## src/hw/dispatch_consts.svh

```systemverilog
`ifndef DISPATCH_CONSTS_SVH
`define DISPATCH_CONSTS_SVH

// ****************************************************************************
// Dispatcher sizes
// ****************************************************************************

// A burst holds len+1 words
`define DISP_NB_LEN 6

// Depth is 2**DISP_NB_ADDR and must cover the longest burst
`define DISP_NB_ADDR 6

`define DISP_NB_WORD 8        // One bank word

`define DISP_N_MEM 2          // Bank count must be a power of two

`define DISP_NB_BANK_SEL $clog2(`DISP_N_MEM)

`endif

```

## src/hw/dispatch_pkg.sv

```systemverilog
`include "dispatch_consts.svh"

package dispatch_pkg;

    typedef logic [`DISP_NB_LEN-1:0]  len_t;
    typedef logic [`DISP_NB_ADDR-1:0] addr_t;
    typedef logic [`DISP_NB_LEN:0]    count_t;    // One bit above len_t
    typedef logic [`DISP_NB_WORD-1:0] word_t;

    // Bank 0 lands in the least significant word
    typedef logic [`DISP_N_MEM-1:0][`DISP_NB_WORD-1:0] sample_t;

    typedef struct packed {
        len_t  len;
        addr_t base_addr;
    } descriptor_t;

    typedef enum logic {
        IDLE,
        RUN
    } state_t;

endpackage

```

## src/hw/sample_stream_if.sv

```systemverilog
`timescale 1ns/1ps

interface sample_stream_if;

    dispatch_pkg::sample_t data;
    logic                  valid;
    logic                  last;
    dispatch_pkg::count_t  count;

    // Flags come from the FSM, the word from the memory
    modport ctrl (
        output valid,
        output last,
        output count
    );

    modport mem (
        output data
    );

    modport sink (
        input data,
        input valid,
        input last,
        input count
    );

endinterface

```

## src/hw/banked_sample_mem.sv

```systemverilog
`timescale 1ns/1ps

`include "dispatch_consts.svh"

module banked_sample_mem #(
    parameter int unsigned N_MEM = `DISP_N_MEM
) (
    input  logic                       i_clk,
    input  logic                       i_wr_en,
    input  logic [$clog2(N_MEM)-1:0]   i_wr_sel,
    input  dispatch_pkg::addr_t        i_wr_addr,
    input  dispatch_pkg::word_t        i_wr_data,
    input  dispatch_pkg::addr_t        i_rd_addr,
    sample_stream_if.mem               o_stream
);

    localparam int unsigned NB_WORD = $bits(dispatch_pkg::word_t);
    localparam int unsigned NB_SEL  = $clog2(N_MEM);
    localparam int unsigned DEPTH   = 1 << $bits(dispatch_pkg::addr_t);

    dispatch_pkg::word_t              rd_q [N_MEM];
    logic [N_MEM-1:0][NB_WORD-1:0]    rd_data;

    // ************************************************************************
    // Elaboration checks
    // ************************************************************************

    if ((N_MEM == 0) || ((N_MEM & (N_MEM - 1)) != 0)) begin : g_check_pow2
        $fatal(1, "banked_sample_mem: N_MEM must be a power of two");
    end

    if (N_MEM * NB_WORD != $bits(dispatch_pkg::sample_t)) begin : g_check_width
        $fatal(1, "banked_sample_mem: N_MEM does not match the sample width");
    end

    // ************************************************************************
    // Banks
    // ************************************************************************

    for (genvar g = 0; g < N_MEM; g++) begin : g_bank
        dispatch_pkg::word_t bank [DEPTH];

        always_ff @(posedge i_clk) begin
            if (i_wr_en && (i_wr_sel == NB_SEL'(g))) begin
                bank[i_wr_addr] <= i_wr_data;              // Each bank written on its own
            end
            rd_q[g] <= bank[i_rd_addr];                    // All banks read every cycle
        end
    end

    always_comb begin
        for (int b = 0; b < N_MEM; b++) begin
            rd_data[b] = rd_q[b];                          // Bank 0 in the low word
        end
    end

    assign o_stream.data = rd_data;

    a_wr_sel_known : assert property (
        @(posedge i_clk)
        i_wr_en |-> !$isunknown(i_wr_sel)
    ) else $error("banked_sample_mem: write with an unknown bank select");

endmodule

```

## src/hw/burst_counter.sv

```systemverilog
`timescale 1ns/1ps

module burst_counter #(
    parameter int unsigned NB_COUNT = $bits(dispatch_pkg::count_t)
) (
    input  logic                i_clk,
    input  logic                i_rst,
    input  logic                i_start,
    input  logic                i_enable,
    input  logic [NB_COUNT-1:0] i_max_count,
    output logic [NB_COUNT-1:0] o_count,
    output logic                o_step,
    output logic                o_done,
    output logic                o_busy
);

    logic [NB_COUNT-1:0] count;
    logic                busy;

    assign o_step  = busy & i_enable;                      // One burst position per step
    assign o_done  = o_step & (count == i_max_count);
    assign o_count = count;
    assign o_busy  = busy;

    always_ff @(posedge i_clk) begin
        if (i_rst) begin
            count <= '0;
            busy  <= 1'b0;
        end else if (i_start) begin
            count <= '0;                                   // Loads even while paused
            busy  <= 1'b1;
        end else if (o_step) begin
            if (count == i_max_count) begin
                busy <= 1'b0;                              // Count rests on the maximum
            end else begin
                count <= count + 1'b1;
            end
        end
    end

    // The maximum comes from a descriptor held for the whole burst
    a_count_in_range : assert property (
        @(posedge i_clk) disable iff (i_rst)
        o_busy |-> (o_count <= i_max_count)
    ) else $error("burst_counter: count %0d above max %0d", o_count, i_max_count);

endmodule

```

## src/hw/dispatch_fsm.sv

```systemverilog
`timescale 1ns/1ps

module dispatch_fsm (
    input  logic                      i_clk,
    input  logic                      i_rst,
    input  logic                      i_enable,
    input  logic                      i_desc_valid,
    input  logic                      i_desc_skip,
    input  dispatch_pkg::descriptor_t i_desc,
    output logic                      o_desc_ready,
    output dispatch_pkg::addr_t       o_rd_addr,
    output logic                      o_cnt_start,
    output dispatch_pkg::count_t      o_cnt_max,
    input  dispatch_pkg::count_t      i_cnt_value,
    input  logic                      i_cnt_step,
    input  logic                      i_cnt_done,
    input  logic                      i_cnt_busy,
    sample_stream_if.ctrl             o_stream
);

    dispatch_pkg::state_t      state;
    dispatch_pkg::descriptor_t desc_q;
    logic                      start_q;
    logic                      load;

    // ************************************************************************
    // Descriptor acceptance
    // ************************************************************************

    // Ready stays low through the final word so bursts never touch
    assign o_desc_ready = (state == dispatch_pkg::IDLE) & i_enable & ~o_stream.last;
    assign load         = i_desc_valid & o_desc_ready & ~i_desc_skip;  // Skipped ones vanish

    always_ff @(posedge i_clk) begin
        if (i_rst) begin
            state   <= dispatch_pkg::IDLE;
            start_q <= 1'b0;
        end else begin
            start_q <= 1'b0;
            case (state)
                dispatch_pkg::IDLE: begin
                    if (load) begin
                        state   <= dispatch_pkg::RUN;
                        start_q <= 1'b1;
                    end
                end
                dispatch_pkg::RUN: begin
                    if (i_cnt_done) begin
                        state <= dispatch_pkg::IDLE;
                    end
                end
                default: state <= dispatch_pkg::IDLE;
            endcase
        end
    end

    always_ff @(posedge i_clk) begin
        if (load) begin
            desc_q <= i_desc;
        end
    end

    // ************************************************************************
    // Counter control, read address and stream flags
    // ************************************************************************

    assign o_cnt_start = start_q;
    assign o_cnt_max   = dispatch_pkg::count_t'(desc_q.len);
    assign o_rd_addr   = desc_q.base_addr + dispatch_pkg::addr_t'(i_cnt_value);  // Wraps

    always_ff @(posedge i_clk) begin
        if (i_rst) begin
            o_stream.valid <= 1'b0;
            o_stream.last  <= 1'b0;
            o_stream.count <= '0;
        end else begin
            o_stream.valid <= i_cnt_step;                  // Aligned with the registered read
            o_stream.last  <= i_cnt_done;
            o_stream.count <= i_cnt_value;
        end
    end

    a_start_when_free : assert property (
        @(posedge i_clk) disable iff (i_rst)
        o_cnt_start |-> !i_cnt_busy
    ) else $error("dispatch_fsm: start while the counter is still busy");

endmodule

```

## src/hw/memory_data_dispatcher.sv

```systemverilog
`timescale 1ns/1ps

`include "dispatch_consts.svh"

module memory_data_dispatcher (
    input  logic                          i_clk,
    input  logic                          i_rst,
    input  logic                          i_enable,
    input  logic                          i_desc_valid,
    input  logic                          i_desc_skip,
    input  dispatch_pkg::len_t            i_desc_len,
    input  dispatch_pkg::addr_t           i_desc_base,
    output logic                          o_desc_ready,
    input  logic                          i_wr_en,
    input  logic [`DISP_NB_BANK_SEL-1:0]  i_wr_sel,
    input  dispatch_pkg::addr_t           i_wr_addr,
    input  dispatch_pkg::word_t           i_wr_data,
    output dispatch_pkg::sample_t         o_data,
    output logic                          o_valid,
    output logic                          o_last,
    output dispatch_pkg::count_t          o_count_value
);

    dispatch_pkg::descriptor_t desc;
    dispatch_pkg::addr_t       rd_addr;
    dispatch_pkg::count_t      cnt_max;
    dispatch_pkg::count_t      cnt_value;
    logic                      cnt_start;
    logic                      cnt_step;
    logic                      cnt_done;
    logic                      cnt_busy;

    sample_stream_if u_stream ();

    assign desc.len       = i_desc_len;
    assign desc.base_addr = i_desc_base;

    burst_counter #(
        .NB_COUNT ($bits(dispatch_pkg::count_t))
    ) u_burst_counter (
        .i_clk       (i_clk),
        .i_rst       (i_rst),
        .i_start     (cnt_start),
        .i_enable    (i_enable),
        .i_max_count (cnt_max),
        .o_count     (cnt_value),
        .o_step      (cnt_step),
        .o_done      (cnt_done),
        .o_busy      (cnt_busy)
    );

    dispatch_fsm u_dispatch_fsm (
        .i_clk        (i_clk),
        .i_rst        (i_rst),
        .i_enable     (i_enable),
        .i_desc_valid (i_desc_valid),
        .i_desc_skip  (i_desc_skip),
        .i_desc       (desc),
        .o_desc_ready (o_desc_ready),
        .o_rd_addr    (rd_addr),
        .o_cnt_start  (cnt_start),
        .o_cnt_max    (cnt_max),
        .i_cnt_value  (cnt_value),
        .i_cnt_step   (cnt_step),
        .i_cnt_done   (cnt_done),
        .i_cnt_busy   (cnt_busy),
        .o_stream     (u_stream.ctrl)
    );

    banked_sample_mem #(
        .N_MEM (`DISP_N_MEM)
    ) u_banked_sample_mem (
        .i_clk     (i_clk),
        .i_wr_en   (i_wr_en),
        .i_wr_sel  (i_wr_sel),
        .i_wr_addr (i_wr_addr),
        .i_wr_data (i_wr_data),
        .i_rd_addr (rd_addr),
        .o_stream  (u_stream.mem)
    );

    // Stream leaves the design as plain ports
    assign o_data        = u_stream.data;
    assign o_valid       = u_stream.valid;
    assign o_last        = u_stream.last;
    assign o_count_value = u_stream.count;

endmodule

```

## config.mk

```make
export PLATFORM = sky130hd
export DESIGN_NAME = memory_data_dispatcher
export DESIGN_NICKNAME = d
export VERILOG_FILES = /design/src/hw/dispatch_pkg.sv /design/src/hw/sample_stream_if.sv /design/src/hw/banked_sample_mem.sv /design/src/hw/burst_counter.sv /design/src/hw/dispatch_fsm.sv /design/src/hw/memory_data_dispatcher.sv
export VERILOG_INCLUDE_DIRS = /design/src /design/src/hw
export SDC_FILE = /design/constraint.sdc
export NUM_CORES = 1
export LEC_CHECK = 0
export ABC_AREA = 1
export BUFFER_PORTS_ARGS = -buffer_cell sky130_fd_sc_hd__buf_2
export CAP_MARGIN = 20
export CORE_ASPECT_RATIO = 2
export CORE_MARGIN = 2
export CORE_UTILIZATION = 40
export CTS_CLUSTER_DIAMETER = 80
export DETAILED_ROUTE_END_ITERATION = 10
export SLEW_MARGIN = 20
export SYNTH_ARGS = -nofsm -noshare
export SYNTH_HDL_FRONTEND = slang
export SYNTH_SLANG_ARGS = --single-unit
export TNS_END_PERCENT = 5
```

## constraint.sdc

```tcl
create_clock -name i_clk -period 3.72 [get_ports i_clk]
set_input_delay 0.186 -clock i_clk [delete_from_list [all_inputs] [get_ports i_clk]]
set_output_delay 0.186 -clock i_clk [all_outputs]
set_load 0.01 [all_outputs]
```

==> flow_results.org <==
** Run status
- Outcome :: finished, final reports clean

** Power and ir drop
- Tot Pwr :: 24.95 mW
- For this design the ratio of total power to cell area is 468.3 nW/um^2.
- Lkg Pwr :: 22.61 nW
- Across the VDD grid, the largest voltage drop is 0.3512 mV.

** Logic synthesis
- Number of instances in the synthesized netlist :: 4643
- Area fraction of the dominant cell type after synthesis :: 66.25%
- Of the synthesized area, sequential elements account for 67.74%.
- The number of nets handed over by synthesis was 4683.
- Yosys mapped the design onto 29 distinct sky130hd cell types.
- Counting flops and latches in the post-synthesis netlist gives 1071.
- For this run, the number of Yosys warnings is 0.
- Synthesized area per cell :: 10.11 sq um
- The cell area that synthesis handed to floorplanning was 46960 sq um.
- Ranking of synthesized cells by area :: sky130_fd_sc_hd__edfxtp_1 66%, sky130_fd_sc_hd__nand2_1 12%, sky130_fd_sc_hd__nand3_1 7.9%
- The largest total area in the synthesized netlist belongs to sky130_fd_sc_hd__edfxtp_1.

** Die
- Number of placement rows :: 177
- The floorplan step set the die height to 488.6 um.
- Horiz. Die Dim :: 246.3 um
- Die Area :: 120300 sq um
- Core box area :: 116500 sq um
- Once the floorplan was initialized, standard cells occupied 40.31% of the core.
- During I/O placement, the number of pins put on the boundary was 59.

** Critical path
- The worst setup path is of the reg2reg kind.
- Worst Path Arrival :: 3.99 ns
- STA classifies the critical path startpoint as a register.
- STA classifies the critical path endpoint as a register.
- Along the worst path, the maximum fanout reaches 58.
- For the worst setup path, the data required time is 4.29 ns.

** CTS
- After clock tree synthesis, the clock-pin slew on the worst setup and hold paths is 0.06 ns.
- Number of buffers added by the clock tree synthesis step :: 91
- TritonCTS built the clock tree.
- Counting along the longest clock path gives a buffer depth of 3.
- Clock Latency Late Sink :: 0.68 ns
- Postcts setup bufs :: 0
- Number of sinks on the clock net :: 1071
- Clock root buffer :: sky130_fd_sc_hd__clkbuf_16
- In this run the number of H-tree levels came out at 3.
- Cts repair resizes :: 0

** Cells and area
- Most frequent standard cell in the layout excluding fill and tap cells :: sky130_fd_sc_hd__nand2_1
- Final core area utilization :: 45.73%
- The finished cells cover 53270 sq um.
- In the final design database the tool counted 4816 nets.
- The filler cells instantiated in the layout total 10830.
- Final standard cell count with taps included and fillers excluded :: 6370
- Leaving out fill and tap cells, the most frequent cells in the layout are 1468 x sky130_fd_sc_hd__nand2_1, 1036 x sky130_fd_sc_hd__edfxtp_1, 823 x sky130_fd_sc_hd__inv_1.
- The post-route netlist has 9.267% of its cells at a drive strength greater than 1.
- The area growth from synthesis to layout is 13.44%.

** Timing
- Hold is met by 0.05864 ns.
- The number of failing hold endpoints at the final stage was 0.
- Time the final worst path needs with I/O delays and setup :: 3.413 ns
- Number of setup violations in the final report :: 0
- Top achievable clock speed :: 0.2930 GHz
- Final slew viol count :: 0
- Setup repair after global routing left no endpoint under its margin.
- The worst path uses 91.74% of the clock period.
- Measured against its own limit, the worst slew margin works out to 25.87%.
- Setup WS post-layout :: 0.3072 ns
- Post-Route Setup TNS :: 0 ns
- Worst Skew :: 0.02709 ns
- Actual transition at the worst max-transition pin :: 1.109 ns

** Routing
- Routed Antenna Nets :: 0
- Detailed Route Iter0 Violations :: 2453
- Dividing the detail-routed wire length by the instance count gives 20.70 um.
- The routed layout has 32130 vias.
- In the routed design, unresolved DRC markers number 0.
- The pre-antenna-repair detailed-routing pass consisted of 5 iterations.
- Drt total wl :: 131.8 mm
- After detailed routing, the number of vias per cell comes to 5.045.

** Placed design
- Summed over all nets, the half-perimeter wirelength after detailed placement is 84.52 mm.
- During placement, the flow inserted port buffers numbering 58.
- The congestion estimate from routability-driven global placement came to 0.8518.
- The number of placed instances, taps included, is 6187.
- In this run the cell area measured after placement is 49950 sq um.
- At the placement stage, the worst setup path has a slack of 0.3446 ns.

** Global routing
- Via count of the first global-routing pass :: 31900
- Remaining Overflow, GRT :: 0
- GRT Util Overall :: 22.01%
- Number of antenna violations at the first check in global routing :: 6
- Pin count of the biggest net entering global routing :: 129
- Global-route wire length before repair :: 196.2 mm

** Worst hold path
- The worst hold path belongs to the class in2reg.

** Job
- Max-cap violations :: 0
[final timing paths]
path,startpoint,slack (ns),cells past startpoint,end
setup reg to reg,u_burst_counter.o_count[0],0.31,13,u_banked_sample_mem.rd_q[0][0]
hold / removal,i_wr_data[2],0.06,1,u_banked_sample_mem.g_bank[0].bank[25][2]
hold reg to reg,u_dispatch_fsm.o_cnt_start,0.45,2,u_burst_counter.o_busy
setup / recovery,u_burst_counter.o_count[0],0.31,13,u_banked_sample_mem.rd_q[0][0]
[routing by layer]
layer  GRT usage, %  share of wire (%)  vias up
li1               -                  -    15240
met1          24.54                 36    15620
met2          40.91                 54      990
met3          2.711                5.0      279
met4          10.74                4.9        6
met5              0              0.027        -
[power by group]
| group | total (mW) | switching, mW | internal, mW | leakage, nW |
|---|---|---|---|---|
| clock network | 10.2 | 4.32 | 5.85 | 1.54 |
| logic | 1.47 | 1.09 | 0.376 | 11.5 |
| registers | 13.3 | 0.0325 | 13.3 | 9.60 |
| total | 24.9 | 5.45 | 19.5 | 22.6 |
[critical path: stages, from the launching register on]
cell and delay [ns]:
sky130_fd_sc_hd__dfxtp_1 0.49, sky130_fd_sc_hd__ha_4 0.19, sky130_fd_sc_hd__inv_1 0.05, sky130_fd_sc_hd__fa_4 1.09
sky130_fd_sc_hd__inv_8 0.18, sky130_fd_sc_hd__buf_12 0.24, sky130_fd_sc_hd__nand3_1 0.13, sky130_fd_sc_hd__nand2_1 0.06
sky130_fd_sc_hd__nand2_1 0.06, sky130_fd_sc_hd__nand2_1 0.08, sky130_fd_sc_hd__nand2_1 0.14, sky130_fd_sc_hd__nand3_1 0.31
sky130_fd_sc_hd__nand3_1 0.19, sky130_fd_sc_hd__nand2_1 0.05
[cells by family after synthesis]
| family | Yosys count | share of synthesized area, % |
|---|---|---|
| simple gates | 2425 | 21.82 |
| compound gates | 49 | 0.6981 |
| xor+xnor | 12 | 0.2398 |
| flops | 1071 | 67.74 |
| buf+inv | 1079 | 9.299 |
| fa+ha+maj | 7 | 0.2025 |
[timing repair]
item	4_1_cts	5_1_grt
hold buffers	17	0
hold endpoints to repair	28	0
setup endpoints to repair	0	0
[Yosys cell counts, drive strengths merged]
cell       n
a21oi     12
dfxtp     35
nand4      4
nor2      69
ha         6
fa         1
xnor2      2
o21ai      7
or2       19
inv      833
nand3    739
nor3     119
nand3b     3
edfxtp  1036
buf      190
clkbuf    56
o211ai    30
xor2      10
nand2   1472
[registers in the layout, indices dropped and copies added, names as in the netlist]
name	flops
u_banked_sample_mem.g_bank.bank	1024
u_banked_sample_mem.rd_q	16
u_burst_counter.o_count	7
u_dispatch_fsm.o_stream.count	7
u_dispatch_fsm.desc_q	6
u_dispatch_fsm.o_cnt_max	6
u_burst_counter.o_busy	1
u_dispatch_fsm.o_cnt_start	1
u_dispatch_fsm.o_stream.last	1
u_dispatch_fsm.o_stream.valid	1
u_dispatch_fsm.state	1
[final cells by class]
type                    count  area (sq um)  area share, %
diodes                      4         10.01        0.01879
well taps                1521          1903          3.572
multi-input cells        2493         10890          20.43
repair buffers            286          2391          4.488
inverters                 833          3142          5.898
clock inverters            52         688.2          1.292
clock buffers             110          2442          4.585
flip-flops and latches   1071         31810          59.71
Power figures use the tool's default switching activity.
